File: config.mk
export PLATFORM = sky130hd
export DESIGN_NAME = huffman_top
export DESIGN_NICKNAME = d
export VERILOG_FILES = /design/src/huff_data_pkg.sv /design/src/huff_ctrl_pkg.sv /design/src/symbol_counter.sv /design/src/node_sorter.sv /design/src/code_builder.sv /design/src/huff_ctrl.sv /design/src/huffman_top.sv
export VERILOG_INCLUDE_DIRS = /design/src
export SDC_FILE = /design/constraint.sdc
export NUM_CORES = 1
export LEC_CHECK = 0
export BUFFER_PORTS_ARGS = -buffer_cell sky130_fd_sc_hd__buf_2
export CORE_MARGIN = 1
export CORE_UTILIZATION = 60
export CTS_CLUSTER_DIAMETER = 200
export DETAILED_ROUTE_END_ITERATION = 12
export PLACE_DENSITY = 0.81
export SYNTH_ARGS = -nofsm -noshare
export SYNTH_HDL_FRONTEND = slang
export SYNTH_SLANG_ARGS = --single-unit
File: constraint.sdc
create_clock -name clk -period 3.91 [get_ports clk]
set_clock_uncertainty 0.05 [all_clocks]
set_input_delay 0.391 -clock clk [delete_from_list [all_inputs] [get_ports clk]]
set_output_delay 0.391 -clock clk [all_outputs]
set_load 0.01 [all_outputs]
File: src/huff_cfg.svh
`ifndef HUFF_CFG_SVH
`define HUFF_CFG_SVH

// ==============================
// encoder dimensions
// ==============================

// symbols 1 to 6 of the gray stream
`define HUFF_SYMBOLS 6

// counts and node sums, a frame holds at most 255 symbols
`define HUFF_COUNT_W 8

// code and length mask width
`define HUFF_CODE_W 8

// odd-even passes, enough to sort the full list
`define HUFF_SORT_PASSES 6

`endif

File: src/huff_data_pkg.sv
`include "huff_cfg.svh"

package huff_data_pkg;

	// ==============================
	// scalar types
	// ==============================

	// occurrence count of a symbol or a merged node
	typedef logic [`HUFF_COUNT_W-1:0] count_t;

	// bit i stands for symbol i+1
	typedef logic [`HUFF_SYMBOLS-1:0] mask_t;

	// code bits, or thermometer length mask
	typedef logic [`HUFF_CODE_W-1:0] code_t;

	// ==============================
	// per-symbol arrays
	// ==============================

	// element i belongs to symbol i+1
	typedef count_t [`HUFF_SYMBOLS-1:0] count_arr_t;

	typedef code_t [`HUFF_SYMBOLS-1:0] code_arr_t;

endpackage

File: src/huff_ctrl_pkg.sv
package huff_ctrl_pkg;

	// encoder sequence
	// receive runs while gray_valid is high
	// sort and merge alternate until one node is left
	typedef enum logic [2:0] {
		st_idle,
		st_receive,
		st_count_out,
		st_load,
		st_sort,
		st_merge,
		st_finish
	} huff_state_e;

endpackage

File: src/symbol_counter.sv
`timescale 1ns/1ps
`include "huff_cfg.svh"

module symbol_counter (
	input  logic                       clk,
	input  logic                       reset,
	input  logic                       gray_valid,
	input  logic [7:0]                 gray_data,
	input  logic                       frame_start,
	output huff_data_pkg::count_arr_t  counts
);
	import huff_data_pkg::*;

	localparam int N = `HUFF_SYMBOLS;

	// high from frame_start until the burst ends
	logic armed;
	logic [N-1:0] bump;

	always_ff @(posedge clk) begin
		if (reset) begin
			armed <= 1'b0;
		end else begin
			armed <= frame_start | (armed & gray_valid);
		end
	end

	// values outside 1..6 match no counter
	always_comb begin
		for (int i = 0; i < N; i++) begin
			bump[i] = gray_valid && (armed || frame_start) && (gray_data == 8'(i + 1));
		end
	end

	always_ff @(posedge clk) begin
		if (reset) begin
			counts <= '0;
		end else begin
			for (int i = 0; i < N; i++) begin
				if (frame_start) begin
					// new frame, old tallies dropped
					counts[i] <= count_t'(bump[i]);
				end else if (bump[i]) begin
					counts[i] <= counts[i] + count_t'(1);
				end
			end
		end
	end

	// frames are limited to 255 symbols, so no tally may roll over
	for (genvar g = 0; g < N; g++) begin : g_wrap_chk
		assert property (@(posedge clk) disable iff (reset)
			(bump[g] && !frame_start) |=> (counts[g] != '0));
	end

endmodule

File: src/node_sorter.sv
`timescale 1ns/1ps
`include "huff_cfg.svh"

module node_sorter (
	input  logic                       clk,
	input  logic                       reset,
	input  logic                       load,
	input  logic                       sort_step,
	input  logic                       merge,
	input  huff_data_pkg::count_arr_t  counts,
	output huff_data_pkg::mask_t       tail_zero_mask,
	output huff_data_pkg::mask_t       tail_one_mask
);
	import huff_data_pkg::*;

	localparam int N = `HUFF_SYMBOLS;

	// ==============================
	// node list
	// ==============================

	// entry 0 holds the largest count
	count_t cnt [N];
	mask_t  msk [N];

	// list after one transposition pass
	count_t sort_cnt [N];
	mask_t  sort_msk [N];

	// number of live entries, from the head
	logic [2:0] live;

	// 0 compares pairs (0,1) (2,3) (4,5), 1 compares (1,2) (3,4)
	logic parity;

	// true when node a belongs ahead of node b
	// larger count first, smaller mask breaks a tie
	function automatic logic goes_before(
		input count_t ca,
		input mask_t  ma,
		input count_t cb,
		input mask_t  mb
	);
		return (ca > cb) || ((ca == cb) && (ma < mb));
	endfunction

	// ==============================
	// odd-even pass
	// ==============================

	always_comb begin
		sort_cnt = cnt;
		sort_msk = msk;
		for (int j = 0; j < N - 1; j++) begin
			// pairs are disjoint, so each reads the unswapped list
			if (((j % 2) == int'(parity)) && ((j + 2) <= int'(live))
					&& goes_before(cnt[j + 1], msk[j + 1], cnt[j], msk[j])) begin
				sort_cnt[j]     = cnt[j + 1];
				sort_msk[j]     = msk[j + 1];
				sort_cnt[j + 1] = cnt[j];
				sort_msk[j + 1] = msk[j];
			end
		end
	end

	// ==============================
	// list control
	// ==============================

	always_ff @(posedge clk) begin
		if (reset) begin
			live   <= '0;
			parity <= 1'b0;
		end else if (load) begin
			live   <= 3'(N);
			parity <= 1'b0;
		end else if (merge) begin
			live   <= live - 3'd1;
			parity <= 1'b0;
		end else if (sort_step) begin
			parity <= ~parity;
		end
	end

	always_ff @(posedge clk) begin
		if (load) begin
			for (int i = 0; i < N; i++) begin
				cnt[i] <= counts[i];
				msk[i] <= mask_t'(1) << i;
			end
		end else if (merge) begin
			// last two live entries fold into the second-to-last slot
			for (int j = 0; j < N - 1; j++) begin
				if ((j + 2) == int'(live)) begin
					cnt[j]     <= cnt[j] + cnt[j + 1];
					msk[j]     <= msk[j] | msk[j + 1];
					cnt[j + 1] <= '0;
					msk[j + 1] <= '0;
				end
			end
		end else if (sort_step) begin
			cnt <= sort_cnt;
			msk <= sort_msk;
		end
	end

	// ==============================
	// tail of the list
	// ==============================

	// smallest node takes bit 0, its neighbour bit 1
	assign tail_zero_mask = (live >= 3'd2) ? msk[live - 3'd1] : '0;
	assign tail_one_mask  = (live >= 3'd2) ? msk[live - 3'd2] : '0;

	// every merge needs two nodes to join
	assert property (@(posedge clk) disable iff (reset)
		merge |-> (live >= 3'd2));

endmodule

File: src/code_builder.sv
`timescale 1ns/1ps
`include "huff_cfg.svh"

module code_builder (
	input  logic                      clk,
	input  logic                      reset,
	input  logic                      load,
	input  logic                      merge,
	input  huff_data_pkg::mask_t      tail_zero_mask,
	input  huff_data_pkg::mask_t      tail_one_mask,
	output huff_data_pkg::code_arr_t  codes,
	output huff_data_pkg::code_arr_t  lens
);
	import huff_data_pkg::*;

	localparam int N = `HUFF_SYMBOLS;
	localparam int W = `HUFF_CODE_W;

	// symbols taking a bit at this merge
	mask_t hit;

	// one-hot position of the next code bit per symbol
	code_arr_t next_pos;

	// symbols whose length mask is already full
	logic [N-1:0] full;

	assign hit = tail_zero_mask | tail_one_mask;

	always_comb begin
		for (int i = 0; i < N; i++) begin
			next_pos[i] = {lens[i][W-2:0], 1'b1} & ~lens[i];
			full[i]     = lens[i][W-1];
		end
	end

	// bits arrive leaf first, so each new one lands above the last
	always_ff @(posedge clk) begin
		if (reset) begin
			codes <= '0;
			lens  <= '0;
		end else if (load) begin
			codes <= '0;
			lens  <= '0;
		end else if (merge) begin
			for (int i = 0; i < N; i++) begin
				if (hit[i]) begin
					if (tail_one_mask[i]) begin
						codes[i] <= codes[i] | next_pos[i];
					end
					lens[i] <= {lens[i][W-2:0], 1'b1};
				end
			end
		end
	end

	// a symbol never gets more bits than the code width
	assert property (@(posedge clk) disable iff (reset)
		merge |-> ((hit & full) == '0));

endmodule

File: src/huff_ctrl.sv
`timescale 1ns/1ps
`include "huff_cfg.svh"

module huff_ctrl (
	input  logic clk,
	input  logic reset,
	input  logic gray_valid,
	output logic frame_start,
	output logic cnt_valid,
	output logic load,
	output logic sort_step,
	output logic merge,
	output logic code_valid
);
	import huff_ctrl_pkg::*;

	localparam int N      = `HUFF_SYMBOLS;
	localparam int PASSES = `HUFF_SORT_PASSES;

	huff_state_e state;
	huff_state_e state_nxt;

	// sort passes done in the current run
	logic [2:0] pass_cnt;
	// merges done in this frame
	logic [2:0] round_cnt;

	// ==============================
	// state register
	// ==============================

	always_ff @(posedge clk) begin
		if (reset) begin
			state     <= st_idle;
			pass_cnt  <= '0;
			round_cnt <= '0;
		end else begin
			state <= state_nxt;
			if (state == st_sort) begin
				pass_cnt <= pass_cnt + 3'd1;
			end else begin
				pass_cnt <= '0;
			end
			if (state == st_load) begin
				round_cnt <= '0;
			end else if (state == st_merge) begin
				round_cnt <= round_cnt + 3'd1;
			end
		end
	end

	always_comb begin
		state_nxt = state;
		case (state)
			st_idle:      if (gray_valid) state_nxt = st_receive;
			st_receive:   if (!gray_valid) state_nxt = st_count_out;
			st_count_out: state_nxt = st_load;
			st_load:      state_nxt = st_sort;
			st_sort:      if (pass_cnt == 3'(PASSES - 1)) state_nxt = st_merge;
			// the last merge leaves the root alone
			st_merge:     state_nxt = (round_cnt == 3'(N - 2)) ? st_finish : st_sort;
			st_finish:    state_nxt = st_idle;
			default:      state_nxt = st_idle;
		endcase
	end

	// ==============================
	// strobes
	// ==============================

	assign frame_start = (state == st_idle) && gray_valid;
	assign cnt_valid   = (state == st_count_out);
	assign load        = (state == st_load);
	assign sort_step   = (state == st_sort);
	assign merge       = (state == st_merge);
	assign code_valid  = (state == st_finish);

	assert property (@(posedge clk) disable iff (reset)
		!(cnt_valid && code_valid));

endmodule

File: src/huffman_top.sv
`timescale 1ns/1ps

module huffman_top (
	input  logic                       clk,
	input  logic                       reset,
	input  logic                       gray_valid,
	input  logic [7:0]                 gray_data,
	output logic                       cnt_valid,
	output huff_data_pkg::count_arr_t  counts,
	output logic                       code_valid,
	output huff_data_pkg::code_arr_t   codes,
	output huff_data_pkg::code_arr_t   lens
);
	import huff_data_pkg::*;

	// sequencing strobes
	logic frame_start;
	logic load;
	logic sort_step;
	logic merge;

	// ends of the node list
	mask_t tail_zero_mask;
	mask_t tail_one_mask;

	huff_ctrl ctrl_i (
		.clk         (clk),
		.reset       (reset),
		.gray_valid  (gray_valid),
		.frame_start (frame_start),
		.cnt_valid   (cnt_valid),
		.load        (load),
		.sort_step   (sort_step),
		.merge       (merge),
		.code_valid  (code_valid)
	);

	symbol_counter counter_i (
		.clk         (clk),
		.reset       (reset),
		.gray_valid  (gray_valid),
		.gray_data   (gray_data),
		.frame_start (frame_start),
		.counts      (counts)
	);

	node_sorter sorter_i (
		.clk            (clk),
		.reset          (reset),
		.load           (load),
		.sort_step      (sort_step),
		.merge          (merge),
		.counts         (counts),
		.tail_zero_mask (tail_zero_mask),
		.tail_one_mask  (tail_one_mask)
	);

	code_builder builder_i (
		.clk            (clk),
		.reset          (reset),
		.load           (load),
		.merge          (merge),
		.tail_zero_mask (tail_zero_mask),
		.tail_one_mask  (tail_one_mask),
		.codes          (codes),
		.lens           (lens)
	);

endmodule

==> results.sh <==
export IMPL_run_status="finished clean"
export IMPL_die_area_mm2=0.0246
export IMPL_gp_congestion=0.938
export IMPL_ys_flop_type="dfxtp_1"
export IMPL_hold_slack_ps=97.0
export IMPL_cp_start_kind="register"
export IMPL_io_buffers=156
export IMPL_synthXorXnorAreaFrac=0.0468
export IMPL_cts_htree_levels=1
export IMPL_clk_path_buf_depth=3
export IMPL_dp_hpwl_mm=26.2
export IMPL_synth_top_family_by_area="compound AO/OA/AOI/OAI gates"
export IMPL_drt_iter0_drc=1011
export IMPL_ys_ff_latch=242
export IMPL_ant_nets=0
export IMPL_period_share=0.838
export IMPL_tightest_slew_ps=1050
export IMPL_setup_viol=0
export IMPL_cts_sinks=242
export IMPL_crit_chain="inv_1 > ha_1 > nor2b_1 > o31ai_1 > a31oi_1 > a211o_1 > and4_1 > o21ai_0 > nand2_1 > o21ai_0"
export IMPL_slowest_delay_ps=560
export IMPL_worstPathRequired_ps=4300
export IMPL_drt_first_pass_iters=5
export IMPL_cp_max_fo=14
export IMPL_synth_top_cell_by_area="dfxtp_1"
export IMPL_hold_violations=0
export IMPL_io_pins=157
export IMPL_crit_path_frequent_cell="o21ai_0"
export IMPL_synth_simple_gate_area_share=0.141
export IMPL_powerDensity_mw_per_mm2=382
export IMPL_drt_wl_total_mm=36.6
export IMPL_post_cts_setup_buffer_count=0
export IMPL_cts_root_buf="clkbuf_16"
export IMPL_finalCriticalPeriod_ps=3280
export IMPL_cp_end_kind="register"
export IMPL_finalMaxSlewViolations=0
export IMPL_crit_start="sorter_i.cnt[9]"
export IMPL_initial_core_util=0.612
export IMPL_cts_buffers=27
export IMPL_slew_headroom=0.301
export IMPL_slowest_stage="edfxtp_1"
export IMPL_remaining_drc_errors=0
export IMPL_seq_area_frac_synth=0.369
export IMPL_vias=12500
export IMPL_synth_area_mm2=0.0144
export IMPL_routed_via_density=5.97
export IMPL_irDropWorstVdd_uv=342
export IMPL_core_area_mm2=0.0235
export IMPL_yosys_top_cells_area="dfxtp_1 27%, ha_1 12%, edfxtp_1 10%"
export IMPL_p_leak_nw=6.89
export IMPL_postCtsResizedCells=0
export IMPL_fmax_mhz=305
export IMPL_die_w_um=157
export IMPL_syn_to_final_growth_pct=13.1
export IMPL_clk_pin_slew_ps=60
export IMPL_final_nets=1911
export IMPL_ys_async_sr_fraction=0
export IMPL_synth_edf_count=48
export IMPL_antenna_cells=0
export IMPL_muxShareOfSynthArea=0.0615
export IMPL_yosysMostFrequentCell="nor2_1"
export IMPL_timing_rr_start="sorter_i.cnt[9]"
export IMPL_grt_pass1_vias=11600
export IMPL_overflow=0
export IMPL_rsz0062_at_grt="no"
export IMPL_critPathTopFamily="compound AO/OA/AOI/OAI gates"
export IMPL_drive_gt1_frac=0.146
export IMPL_max_cap_viol_count=0
export IMPL_synthAdderAreaFrac=0.132
export IMPL_wl_per_cell_um=17.5
export IMPL_hold_class="primary input to register"
export IMPL_yosysTopAreaCellShare=0.269
export IMPL_grt_util_all_layers=0.294
export IMPL_avgSynthCellArea_um2=8.89
export IMPL_grt_first_pass_wirelength_mm=58.2
export IMPL_die_height_um=157
export IMPL_grt_max_degree=102
export IMPL_cts_tree="built"
export IMPL_syn_num_nets=1782
export IMPL_worstHoldStart="gray_valid"
export IMPL_path_class="register to register"
export IMPL_synth_cells=1622
export IMPL_synth_compound_area_share=0.184
export IMPL_crit_buf_inv=1
export IMPL_ys_types=71
export IMPL_synth_common_cells="252 x nor2_1, 194 x dfxtp_1, 164 x inv_1, 144 x ha_1, 93 x a21oi_1"
export IMPL_rows=56
export IMPL_setup_tns_ps=0
export IMPL_critPathArrivalTime_ps=3670
export IMPL_holdBufCountCts=0
export IMPL_clk_latency_ps=540
export IMPL_antenna_found_initial=0
export IMPL_ys_warn_count=0
[layout by cell type (no fill, tap or decap), drive strengths merged, types with 8 or more instances in the layout]
master and instances:
nor2 252, dfxtp 194, buf 173, inv 166, ha 144, a21oi 93
nand2 91, o21ai 78, mux2i 59, a31oi 55, xor2 53, edfxtp 48
a22oi 38, clkbuf 34, xnor2 24, nand4 22, o221ai 18, and3 16
a221oi 16, o21a 15, nand3 14, nor2b 12, mux4 12, nand2b 11
nor4 11, o21bai 10, o31ai 9, a21o 9, a22o 9, nor3 8
[where the power goes]
| part | internal, mW | switching [mW] | leakage, nW |
|---|---|---|---|
| Combinational | 0.357 | 0.483 | 4.46 |
| Clock | 1.51 | 1.04 | 0.432 |
| Sequential | 2.65 | 0.196 | 2.00 |
[stage by stage]
stage | cell area, um2 | utilization | total power, mW | worst slack, ps | instances
floorplan | 14400 | - | 3.45 | 945 | 1622
global placement | 15400 | 0.655 | 3.67 | 787 | 2041
detailed placement | 15400 | 0.655 | 3.71 | 669 | 2041
CTS | 16300 | 0.692 | 6.24 | 659 | 2090
global route | 16300 | 0.692 | 6.49 | 445 | 2090
finish | 16300 | 0.692 | 6.23 | 635 | 2090
[layer usage]
metal / GRT usage / wire length (um) / vias up
met3: 0.0352 / 2300 / 102
met2: 0.506 / 17200 / 540
met5: 0 / 0 / -
li1: - / - / 5942
met4: 0.112 / 1200 / 0
met1: 0.375 / 15800 / 5895
[registers in the layout (all words and copies together), names as in the netlist]
signal            cells
builder_i.codes      48
builder_i.lens       48
counter_i.armed       1
counter_i.counts     48
ctrl_i.pass_cnt       3
ctrl_i.round_cnt      3
ctrl_i.state          3
sorter_i.cnt         48
sorter_i.live         3
sorter_i.msk         36
sorter_i.parity       1
[kinds of logic after synthesis]
kind of cell / count (synthesis)
simple gates: 452
fa+ha+maj: 149
compound gates: 392
xor+xnor: 77
mux: 73
buf+inv: 237
flops: 242
[worst min-delay path: stages]
cell	delay, ps
buf_2	140
o21ai_0	70
nor2_1	40
[path summary, 6_finish.rpt]
kind	to	slack, ps	cells after the start
max reg2reg	sorter_i.msk[1]	630	10
min reg2reg	builder_i.codes[4]	410	2
min	counter_i.armed	100	3
max	sorter_i.msk[1]	630	10
[layout make-up]
cell class	instances	area [um2]
Sequential cell	242	5330
Fill cell	1855	7240
Multi-Input combinational cell	1143	8160
Inverter	164	616
Tap cell	319	399
Clock inverter	15	166
Clock buffer	34	722
Timing Repair Buffer	173	908
Note: power is estimated with default switching activity, not from simulation.
